===== config.mk =====
export PLATFORM = sky130hd
export DESIGN_NAME = phy_tx_top
export DESIGN_NICKNAME = d
export VERILOG_FILES = /design/src/design/phy_tx_pkg.sv /design/src/design/tx_sym_if.sv /design/src/design/arb_if.sv /design/src/design/phy_tx_top.sv /design/src/design/tx_framer.sv /design/src/design/tx_arbiter.sv /design/src/design/arb_que.sv /design/src/design/ctrl_decoder.sv
export SDC_FILE = /design/constraint.sdc
export NUM_CORES = 1
export LEC_CHECK = 0
export ABC_AREA = 1
export CAP_MARGIN = 20
export CELL_PAD_IN_SITES_DETAIL_PLACEMENT = 0
export CELL_PAD_IN_SITES_GLOBAL_PLACEMENT = 1
export CORE_MARGIN = 5
export CORE_UTILIZATION = 47
export DETAILED_ROUTE_END_ITERATION = 7
export DONT_BUFFER_PORTS = 1
export GPL_TIMING_DRIVEN = 0
export HOLD_SLACK_MARGIN = 0.02
export PLACE_DENSITY_LB_ADDON = 0.1
export SLEW_MARGIN = 5
export SYNTH_ARGS = -nofsm -noshare
export SYNTH_HDL_FRONTEND = slang
export SYNTH_SLANG_ARGS = --single-unit

===== constraint.sdc =====
create_clock -name CLK -period 2.5 [get_ports CLK]
set_input_delay 0.625 -clock CLK [delete_from_list [all_inputs] [get_ports CLK]]
set_output_delay 0.625 -clock CLK [all_outputs]
set_load 0.05 [all_outputs]

===== src/design/phy_tx_pkg.sv =====
package phy_tx_pkg;

    // ################################################
    // sizing
    // ################################################
    localparam int QUE_DEPTH  = 4;
    localparam int PKT_WORDS  = 3;
    localparam int SYM_CYCLES = 2;

    localparam int CNT_W  = $clog2(QUE_DEPTH + 1);
    localparam int PTR_W  = $clog2(QUE_DEPTH);
    localparam int CYC_W  = $clog2(SYM_CYCLES + 1);
    localparam int WCNT_W = $clog2(PKT_WORDS + 1);

    // ################################################
    // types
    // ################################################
    typedef logic [15:0]       hdr_t;
    typedef logic [CNT_W-1:0]  cnt_t;
    typedef logic [PTR_W-1:0]  que_ptr_t;
    typedef logic [CYC_W-1:0]  cyc_cnt_t;
    typedef logic [WCNT_W-1:0] word_cnt_t;

    // received word class
    // CLS_DATA asks for one packet
    typedef enum logic [2:0] {
        CLS_ACK, CLS_NACK, CLS_RES0, CLS_RES1, CLS_RES2, CLS_RES3, CLS_DATA
    } ctrl_class_t;

    // symbol kind on the output stream
    typedef enum logic [3:0] {
        SYM_NONE, SYM_NACK, SYM_ACK,
        SYM_RES0, SYM_RES1, SYM_RES2, SYM_RES3,
        SYM_START, SYM_DATA, SYM_END
    } sym_sel_t;

endpackage

===== src/design/tx_sym_if.sv =====
`timescale 1ns/100ps

interface tx_sym_if import phy_tx_pkg::*; ();

    sym_sel_t comma_sel;
    logic     start;
    hdr_t     header;

    logic     done;
    logic     get_data;
    logic     packet_done;

    modport src (
        output comma_sel, start, header,
        input  done, get_data, packet_done
    );

    modport snk (
        input  comma_sel, start, header,
        output done, get_data, packet_done
    );

endinterface


===== src/design/arb_if.sv =====
`timescale 1ns/100ps

interface arb_if import phy_tx_pkg::*; ();

    // one-hot write strobes
    logic ack_write, nack_write;
    logic rs0_write, rs1_write, rs2_write, rs3_write;
    logic data_write;
    hdr_t rx_header;

    // queue status back to the decoder
    logic ack_full, nack_full;
    logic rs0_full, rs1_full, rs2_full, rs3_full;
    logic data_full;

    modport dec (
        output ack_write, nack_write, rs0_write, rs1_write, rs2_write, rs3_write,
        output data_write, rx_header,
        input  ack_full, nack_full, rs0_full, rs1_full, rs2_full, rs3_full, data_full
    );

    modport arb (
        input  ack_write, nack_write, rs0_write, rs1_write, rs2_write, rs3_write,
        input  data_write, rx_header,
        output ack_full, nack_full, rs0_full, rs1_full, rs2_full, rs3_full, data_full
    );

endinterface


===== src/design/phy_tx_top.sv =====
`timescale 1ns/100ps

module phy_tx_top import phy_tx_pkg::*; (
    input  logic        CLK,
    input  logic        nRST,
    input  logic        rx_valid,
    input  ctrl_class_t rx_class,
    input  hdr_t        rx_header,
    input  hdr_t        data_word,
    output logic        tx_valid,
    output sym_sel_t    tx_sym,
    output hdr_t        tx_word,
    output logic        drop_err
);

    arb_if    arb_bus ();
    tx_sym_if sym_bus ();

    ctrl_decoder decoder_i (
        .CLK       (CLK),
        .nRST      (nRST),
        .rx_valid  (rx_valid),
        .rx_class  (rx_class),
        .rx_header (rx_header),
        .drop_err  (drop_err),
        .arb       (arb_bus.dec)
    );

    tx_arbiter arbiter_i (
        .CLK  (CLK),
        .nRST (nRST),
        .arb  (arb_bus.arb),
        .sym  (sym_bus.src)
    );

    tx_framer framer_i (
        .CLK       (CLK),
        .nRST      (nRST),
        .data_word (data_word),
        .sym       (sym_bus.snk),
        .tx_valid  (tx_valid),
        .tx_sym    (tx_sym),
        .tx_word   (tx_word)
    );

endmodule


===== src/design/tx_framer.sv =====
`timescale 1ns/100ps

module tx_framer import phy_tx_pkg::*; (
    input  logic     CLK,
    input  logic     nRST,
    input  hdr_t     data_word,
    tx_sym_if.snk    sym,
    output logic     tx_valid,
    output sym_sel_t tx_sym,
    output hdr_t     tx_word
);

    logic      busy;
    cyc_cnt_t  cyc_cnt;
    word_cnt_t word_cnt;
    sym_sel_t  sel_q;
    hdr_t      word_q;

    assign sym.done        = busy && (cyc_cnt == '0);
    assign sym.get_data    = sym.done && (sel_q == SYM_START || sel_q == SYM_DATA);
    assign sym.packet_done = (word_cnt == word_cnt_t'(PKT_WORDS));

    assign tx_valid = sym.done;
    assign tx_sym   = sel_q;
    assign tx_word  = word_q;

    // symbol timer
    always_ff @(posedge CLK, negedge nRST) begin
        if (!nRST) begin
            busy     <= 1'b0;
            cyc_cnt  <= '0;
            sel_q    <= SYM_NONE;
            word_cnt <= '0;
        end else begin
            if (sym.start) begin
                busy    <= 1'b1;
                cyc_cnt <= cyc_cnt_t'(SYM_CYCLES - 1);
                sel_q   <= sym.comma_sel;
            end else if (sym.done) begin
                busy <= 1'b0;
            end else if (busy) begin
                cyc_cnt <= cyc_cnt - 1'b1;
            end

            // data symbols sent in this packet
            if (sym.start && sym.comma_sel == SYM_START) begin
                word_cnt <= '0;
            end else if (sym.done && sel_q == SYM_DATA) begin
                word_cnt <= word_cnt + 1'b1;
            end
        end
    end

    always_ff @(posedge CLK) begin
        if (sym.start) begin
            word_q <= (sym.comma_sel == SYM_DATA) ? data_word : sym.header;
        end
    end

endmodule


===== src/design/tx_arbiter.sv =====
`timescale 1ns/100ps

module tx_arbiter import phy_tx_pkg::*; (
    input  logic  CLK,
    input  logic  nRST,
    arb_if.arb    arb,
    tx_sym_if.src sym
);

    typedef enum logic [2:0] {
        IDLE, SENDING_COMMA, SENDING_START, STALL_DATA_SEND, SENDING_DATA, SENDING_END
    } arb_state_t;

    arb_state_t state, n_state;
    logic       ctrl_turn, ctrl_turn_n;

    logic nack_pop, ack_pop, res0_pop, res1_pop, res2_pop, res3_pop;
    hdr_t nack_head, ack_head, res0_head, res1_head, res2_head, res3_head;
    cnt_t nack_cnt, ack_cnt, res0_cnt, res1_cnt, res2_cnt, res3_cnt;

    cnt_t data_cnt;
    logic data_pop;

    // ################################################
    // control queues
    // ################################################
    arb_que nack (.CLK(CLK), .nRST(nRST), .push(arb.nack_write), .pop(nack_pop),
                  .din(arb.rx_header), .dout(nack_head), .count(nack_cnt), .full(arb.nack_full));
    arb_que ack  (.CLK(CLK), .nRST(nRST), .push(arb.ack_write), .pop(ack_pop),
                  .din(arb.rx_header), .dout(ack_head), .count(ack_cnt), .full(arb.ack_full));
    arb_que res0 (.CLK(CLK), .nRST(nRST), .push(arb.rs0_write), .pop(res0_pop),
                  .din(arb.rx_header), .dout(res0_head), .count(res0_cnt), .full(arb.rs0_full));
    arb_que res1 (.CLK(CLK), .nRST(nRST), .push(arb.rs1_write), .pop(res1_pop),
                  .din(arb.rx_header), .dout(res1_head), .count(res1_cnt), .full(arb.rs1_full));
    arb_que res2 (.CLK(CLK), .nRST(nRST), .push(arb.rs2_write), .pop(res2_pop),
                  .din(arb.rx_header), .dout(res2_head), .count(res2_cnt), .full(arb.rs2_full));
    arb_que res3 (.CLK(CLK), .nRST(nRST), .push(arb.rs3_write), .pop(res3_pop),
                  .din(arb.rx_header), .dout(res3_head), .count(res3_cnt), .full(arb.rs3_full));

    // pending packet requests
    assign arb.data_full = (data_cnt == cnt_t'(QUE_DEPTH));

    always_ff @(posedge CLK, negedge nRST) begin
        if (!nRST) begin
            state     <= IDLE;
            ctrl_turn <= 1'b0;
            data_cnt  <= '0;
        end else begin
            state     <= n_state;
            ctrl_turn <= ctrl_turn_n;
            if (arb.data_write && !data_pop && !arb.data_full) begin
                data_cnt <= data_cnt + 1'b1;
            end else if (data_pop && !arb.data_write) begin
                data_cnt <= data_cnt - 1'b1;
            end
        end
    end

    // ################################################
    // arbitration FSM
    // ################################################
    always_comb begin
        n_state       = state;
        ctrl_turn_n   = ctrl_turn;
        sym.start     = 1'b0;
        sym.comma_sel = SYM_NONE;
        sym.header    = '0;
        {nack_pop, ack_pop, res0_pop, res1_pop, res2_pop, res3_pop} = '0;
        data_pop      = 1'b0;

        case (state)
            IDLE: begin
                ctrl_turn_n = !ctrl_turn;
                if (ctrl_turn) begin
                    sym.start = 1'b1;
                    n_state   = SENDING_COMMA;
                    if (nack_cnt != '0) begin
                        nack_pop = 1'b1;
                        {sym.comma_sel, sym.header} = {SYM_NACK, nack_head};
                    end else if (ack_cnt != '0) begin
                        ack_pop = 1'b1;
                        {sym.comma_sel, sym.header} = {SYM_ACK, ack_head};
                    end else if (res0_cnt != '0) begin
                        res0_pop = 1'b1;
                        {sym.comma_sel, sym.header} = {SYM_RES0, res0_head};
                    end else if (res1_cnt != '0) begin
                        res1_pop = 1'b1;
                        {sym.comma_sel, sym.header} = {SYM_RES1, res1_head};
                    end else if (res2_cnt != '0) begin
                        res2_pop = 1'b1;
                        {sym.comma_sel, sym.header} = {SYM_RES2, res2_head};
                    end else if (res3_cnt != '0) begin
                        res3_pop = 1'b1;
                        {sym.comma_sel, sym.header} = {SYM_RES3, res3_head};
                    end else begin
                        // nothing queued this turn
                        sym.start = 1'b0;
                        n_state   = IDLE;
                    end
                end else if (data_cnt != '0) begin
                    data_pop      = 1'b1;
                    sym.start     = 1'b1;
                    sym.comma_sel = SYM_START;
                    n_state       = SENDING_START;
                end
            end
            SENDING_COMMA, SENDING_END: begin
                if (sym.done) begin
                    n_state = IDLE;
                end
            end
            SENDING_START, SENDING_DATA: begin
                if (sym.get_data) begin
                    n_state = STALL_DATA_SEND;
                end
            end
            STALL_DATA_SEND: begin
                sym.start     = 1'b1;
                sym.comma_sel = sym.packet_done ? SYM_END : SYM_DATA;
                n_state       = sym.packet_done ? SENDING_END : SENDING_DATA;
            end
            default: n_state = IDLE;
        endcase
    end

endmodule


===== src/design/arb_que.sv =====
`timescale 1ns/100ps

module arb_que import phy_tx_pkg::*; (
    input  logic CLK,
    input  logic nRST,
    input  logic push,
    input  logic pop,
    input  hdr_t din,
    output hdr_t dout,
    output cnt_t count,
    output logic full
);

    hdr_t     mem [QUE_DEPTH];
    que_ptr_t wptr;
    que_ptr_t rptr;
    logic     do_push;
    logic     do_pop;

    function automatic que_ptr_t ptr_inc(input que_ptr_t p);
        return (p == que_ptr_t'(QUE_DEPTH - 1)) ? '0 : p + 1'b1;
    endfunction

    assign full    = (count == cnt_t'(QUE_DEPTH));
    assign do_push = push && !full;
    assign do_pop  = pop && (count != '0);
    // head entry
    assign dout    = mem[rptr];

    always_ff @(posedge CLK) begin
        if (do_push) begin
            mem[wptr] <= din;
        end
    end

    always_ff @(posedge CLK, negedge nRST) begin
        if (!nRST) begin
            wptr  <= '0;
            rptr  <= '0;
            count <= '0;
        end else begin
            if (do_push) begin
                wptr <= ptr_inc(wptr);
            end
            if (do_pop) begin
                rptr <= ptr_inc(rptr);
            end
            case ({do_push, do_pop})
                2'b10:   count <= count + 1'b1;
                2'b01:   count <= count - 1'b1;
                default: count <= count;
            endcase
        end
    end

endmodule


===== src/design/ctrl_decoder.sv =====
`timescale 1ns/100ps

module ctrl_decoder import phy_tx_pkg::*; (
    input  logic        CLK,
    input  logic        nRST,
    input  logic        rx_valid,
    input  ctrl_class_t rx_class,
    input  hdr_t        rx_header,
    output logic        drop_err,
    arb_if.dec          arb
);

    logic        valid_q;
    ctrl_class_t class_q;
    hdr_t        header_q;
    logic        class_full;
    logic        accept;

    always_ff @(posedge CLK, negedge nRST) begin
        if (!nRST) begin
            valid_q  <= 1'b0;
            drop_err <= 1'b0;
        end else begin
            valid_q <= rx_valid;
            // sticky until reset
            if (valid_q && class_full) begin
                drop_err <= 1'b1;
            end
        end
    end

    always_ff @(posedge CLK) begin
        class_q  <= rx_class;
        header_q <= rx_header;
    end

    // full flag of the target queue
    always_comb begin
        case (class_q)
            CLS_ACK:  class_full = arb.ack_full;
            CLS_NACK: class_full = arb.nack_full;
            CLS_RES0: class_full = arb.rs0_full;
            CLS_RES1: class_full = arb.rs1_full;
            CLS_RES2: class_full = arb.rs2_full;
            CLS_RES3: class_full = arb.rs3_full;
            CLS_DATA: class_full = arb.data_full;
            default:  class_full = 1'b0;
        endcase
    end

    assign accept = valid_q && !class_full;

    assign arb.ack_write  = accept && (class_q == CLS_ACK);
    assign arb.nack_write = accept && (class_q == CLS_NACK);
    assign arb.rs0_write  = accept && (class_q == CLS_RES0);
    assign arb.rs1_write  = accept && (class_q == CLS_RES1);
    assign arb.rs2_write  = accept && (class_q == CLS_RES2);
    assign arb.rs3_write  = accept && (class_q == CLS_RES3);
    assign arb.data_write = accept && (class_q == CLS_DATA);
    assign arb.rx_header  = header_q;

endmodule


==> results.rst <==
.. list-table::
   :header-rows: 1

   * - Metric
     - Value
   * - Nets
     - 1913
   * - Critical Path Start Type
     - flip-flop
   * - Internal Power
     - 16520 uW
   * - Fraction of final layout cells sized beyond drive strength 1
     - 13.80%
   * - Commonest non-fill, non-tap cells in the layout
     - 400 x edfxtp_1, 289 x nand2_1, 183 x nor2_1, 166 x nand3_1, 133 x o21ai_0
   * - Max-Cap Viols
     - 0
   * - Run status
     - finished with violations
   * - Overall track demand over capacity in global routing
     - 22.94%
   * - Number of vias after detailed routing
     - approximately 13000
   * - Number of cells traversed by the worst register-to-register path
     - 14
   * - Filler Cells Inserted
     - approximately 3500
   * - Number of warnings printed during yosys synthesis
     - 0
   * - Final core utilization
     - roughly 56%
   * - First drt pass iteration count
     - 5
   * - Avg Synthesized Cell Area
     - ~12 sq um
   * - Switching power
     - a little under 10000 uW
   * - R2r endpoint
     - arbiter_i.res2.count[2]
   * - Post-synth EDFFs
     - 400
   * - Routed wire length per instance
     - around 22 microns
   * - Buffer cell driving the clock tree root
     - clkbuf_16
   * - Vias per cell
     - about 5.4
   * - Number of distinct library cells after synthesis
     - 39
   * - CP arrival
     - 2.98 ns
   * - Slew Limit Headroom
     - a little over a quarter
   * - Fraction of registers with async set/reset
     - approximately an eighth
   * - Switching fraction of total power
     - a little under two fifths
   * - Accumulated negative setup slack
     - -0.01420 ns
   * - Wire length of the first global-routing pass
     - roughly 80000 microns
   * - Gpl congestion
     - 0.8112
   * - Largest fanout of any net on the critical path
     - 6
   * - Antenna diodes
     - 0
   * - Most frequent standard cell in the layout excluding fill and tap cells
     - edfxtp_1
   * - Number of sinks on the clock net
     - 479
   * - Final hold viol count
     - 0
   * - Slew at the pin closest to its max-slew limit
     - about 1.1 ns
   * - Critical path type
     - flip-flop to flip-flop
   * - Starting density of the core
     - around 47%
   * - DIE HEIGHT
     - roughly 220 microns
   * - R2r setup slk
     - -0.01 ns
   * - Unrepaired setup endpoints after global routing
     - true
   * - Crit path setup slack, layout
     - -0.01420 ns
   * - Skew final
     - between 0.01 and 0.015 ns
   * - Final HPWL DP
     - about 35000 microns
   * - Post-Synthesis Cell Area
     - 0.01987 sq mm
   * - Endpoint, Worst Hold
     - decoder_i.arb.rx_header[2]
   * - Worst setup path start
     - arbiter_i.state[1]
   * - Initial DRC Count
     - between 1000 and 1500
   * - Clock slew at reported path FFs
     - around 0.060 ns
   * - Clock network latency to the later pin of the worst-skew pair
     - 0.59 ns
   * - Post-Synthesis Cells
     - 1709
   * - Setup-violating endpoint count in the final report
     - 1
   * - Sequential element share of the synthesized area
     - about 70%
   * - Area of the multi-input gates
     - between 0.005 and 0.006 sq mm
   * - Antenna violations before repair
     - 2
   * - Synthesized Nets
     - 1792
   * - Number of buffers added on ports
     - 0
   * - Footprint of the flip-flops and latches
     - 0.01390 sq mm
   * - Part of the total power dissipated in combinational logic
     - roughly 30%
   * - Post-layout minimum cycle time
     - ~2.5 ns
   * - TritonCTS clock tree
     - yes
   * - # H-tree levels
     - 2
   * - Violated checks
     - setup timing
   * - Overall die area
     - around 0.046 sq mm
   * - Overflow left after global routing
     - 0
   * - Static Leak
     - a little under 0.009 uW
   * - Total of flip-flops plus latches after synthesis
     - 479
   * - Cell area power density
     - roughly 1100 mW/mm^2
   * - Drt drc
     - 0
   * - Worst slack after detailed placement
     - -0.5227 ns
   * - Required time at the worst-slack endpoint
     - slightly below 3 ns
   * - Maximum number of pins on one net before global-route repair
     - around 60
   * - Maximum clock path buffer count
     - 3
   * - Max Fclk
     - 397.7 MHz
   * - Clock share of power
     - 29.2%
   * - DRT Wirelength
     - between 50000 and 60000 microns
   * - Number of top-level design ports
     - 60
   * - Maximum resistive drop on vdd
     - ~0.69 mV
   * - Num rows
     - 75
   * - Hold Crit Depth
     - 0
   * - Commonest register cell after synthesis
     - edfxtp_1
   * - Hold Path Class
     - input pin to flip-flop
   * - Area of the placeable core
     - around 0.042 sq mm
   * - Start point of the worst min-delay path
     - rx_header[2]
   * - R2R Path Start
     - arbiter_i.state[1]
   * - Final antenna-violating net count
     - 0
   * - Total clock buffers created by CTS
     - slightly above 50
   * - Die width
     - between 200 and 250 microns
   * - CP endpoint kind
     - flip-flop
   * - Post-synthesis to final-layout area growth
     - 18.26%
   * - Via count of the first global-routing pass
     - 12910
   * - Final max-slew violation count
     - 0
   * - Worst hold-check slack
     - between 0.06 and 0.07 ns
   * - Sequential Power Share
     - a little over 40%
   * - Portion of the clock cycle consumed by the worst path in the final layout
     - 100.6%
[synth_stat cells, types with 4 or more instances]
master	n	area [sq um]
a21oi_1	56	280.3
a22o_1	4	35.03
a31oi_1	13	81.33
buf_2	4	20.02
clkbuf_1	62	232.7
dfrtp_1	60	1501
dfxtp_1	19	380.4
edfxtp_1	400	12010
fa_1	7	140.1
ha_1	38	475.5
inv_1	111	416.7
inv_2	5	18.77
nand2_1	295	1107
nand2_2	8	50.05
nand3_1	170	850.8
nand3_2	4	40.04
nand4_1	20	125.1
nor2_1	214	803.3
nor3_1	8	40.04
o21ai_0	143	715.7
o221ai_1	12	105.1
o22ai_1	18	112.6
xnor2_1	6	52.55
xor2_1	7	61.31
[area by class of cell]
class / instances / area share [%]
Tap cell: 539 / 2.870
Multi-Input combinational cell: 1043 / 24.00
Clock inverter: 23 / 1.294
Buffer: 68 / 1.193
Inverter: 117 / 1.954
Sequential cell: 479 / 59.16
Timing Repair Buffer: 70 / 3.599
Clock buffer: 69 / 5.932
[worst max-delay path, stage by stage (launching register included)]
cell and delay, ns:
dfrtp_1 0.41, nor2_2 0.14, nand2_2 0.10, nor2_4 0.16
inv_4 0.07, nor2_4 0.16, buf_6 0.14, nand2_4 0.05
nor3_4 0.16, ha_2 0.23, inv_4 0.05, fa_2 0.37
a21oi_2 0.14, o21ai_2 0.07, xor2_1 0.14
[sequential cells by signal (all words and copies together), names as in the netlist, 4 cells and up]
signal / flops
arbiter_i.ack.mem: 64
arbiter_i.nack.mem: 64
arbiter_i.res0.mem: 64
arbiter_i.res1.mem: 64
arbiter_i.res2.mem: 64
arbiter_i.res3.mem: 64
decoder_i.arb.rx_header: 16
framer_i.tx_sym: 4
framer_i.tx_word: 16
[how the worst max path moves through the flow]
stage | depth (start not counted) | slack, ns | to
6_report | 14 | -0.01 | arbiter_i.res2.count[2]
3_5_place_dp | 13 | -0.52 | arbiter_i.res1.count[2]
5_1_grt | 14 | -0.12 | arbiter_i.res2.count[2]
4_1_cts | 14 | -0.07 | arbiter_i.res0.count[2]
2_1_floorplan | 13 | 0.09 | arbiter_i.res0.count[2]
3_3_place_gp | 8 | -0.83 | arbiter_i.res0.mem[3][10]
[layer usage]
layer,GRT usage (%),routed length (microns),up-vias
met5,0,20,-
met4,5.270,1056,2
met3,4.274,2982,68
met2,37.43,25520,338
met1,32.40,23130,6423
li1,-,-,6248
[cells by family after synthesis]
kind of cell,after synthesis,synth area share (%)
adder cells (fa/ha/maj),45,3.098
XOR/XNOR,13,0.5730
flip-flops,479,69.92
AND/OR/NAND/NOR,731,15.81
buffers and inverters,188,3.614
AO/OA/AOI/OAI,253,6.983
[through the flow]
stage                     power (uW)  instance area (sq um)  cells
after detailed placement       18090                  21020   2274
after global routing           27880                  23500   2408
final                          26270                  23500   2408
after global placement         17860                  20540   2248
after CTS                      26120                  23070   2388
after floorplan                15410                  19870   1709
[power by group through the flow]
stage / Clock (uW) / Combinational (uW) / Sequential (uW)
after global placement: 0 / 6960 / 10900
after floorplan: 0 / 4730 / 10700
final: 7680 / 7860 / 10700
after detailed placement: 0 / 7200 / 10900
after CTS: 7820 / 7560 / 10700
after global routing: 8230 / 8820 / 10800
[repair_timing]
action | CTS | global route
endpoints found under the setup margin | 163 | 120
setup buffers | 12 | 18
endpoints found under the hold margin | 67 | 0
hold buffers | 9 | 0
pin swaps | 7 | 24
resized for setup | 43 | 78
gates cloned | 1 | 0
(Power assumes the default switching activity.)
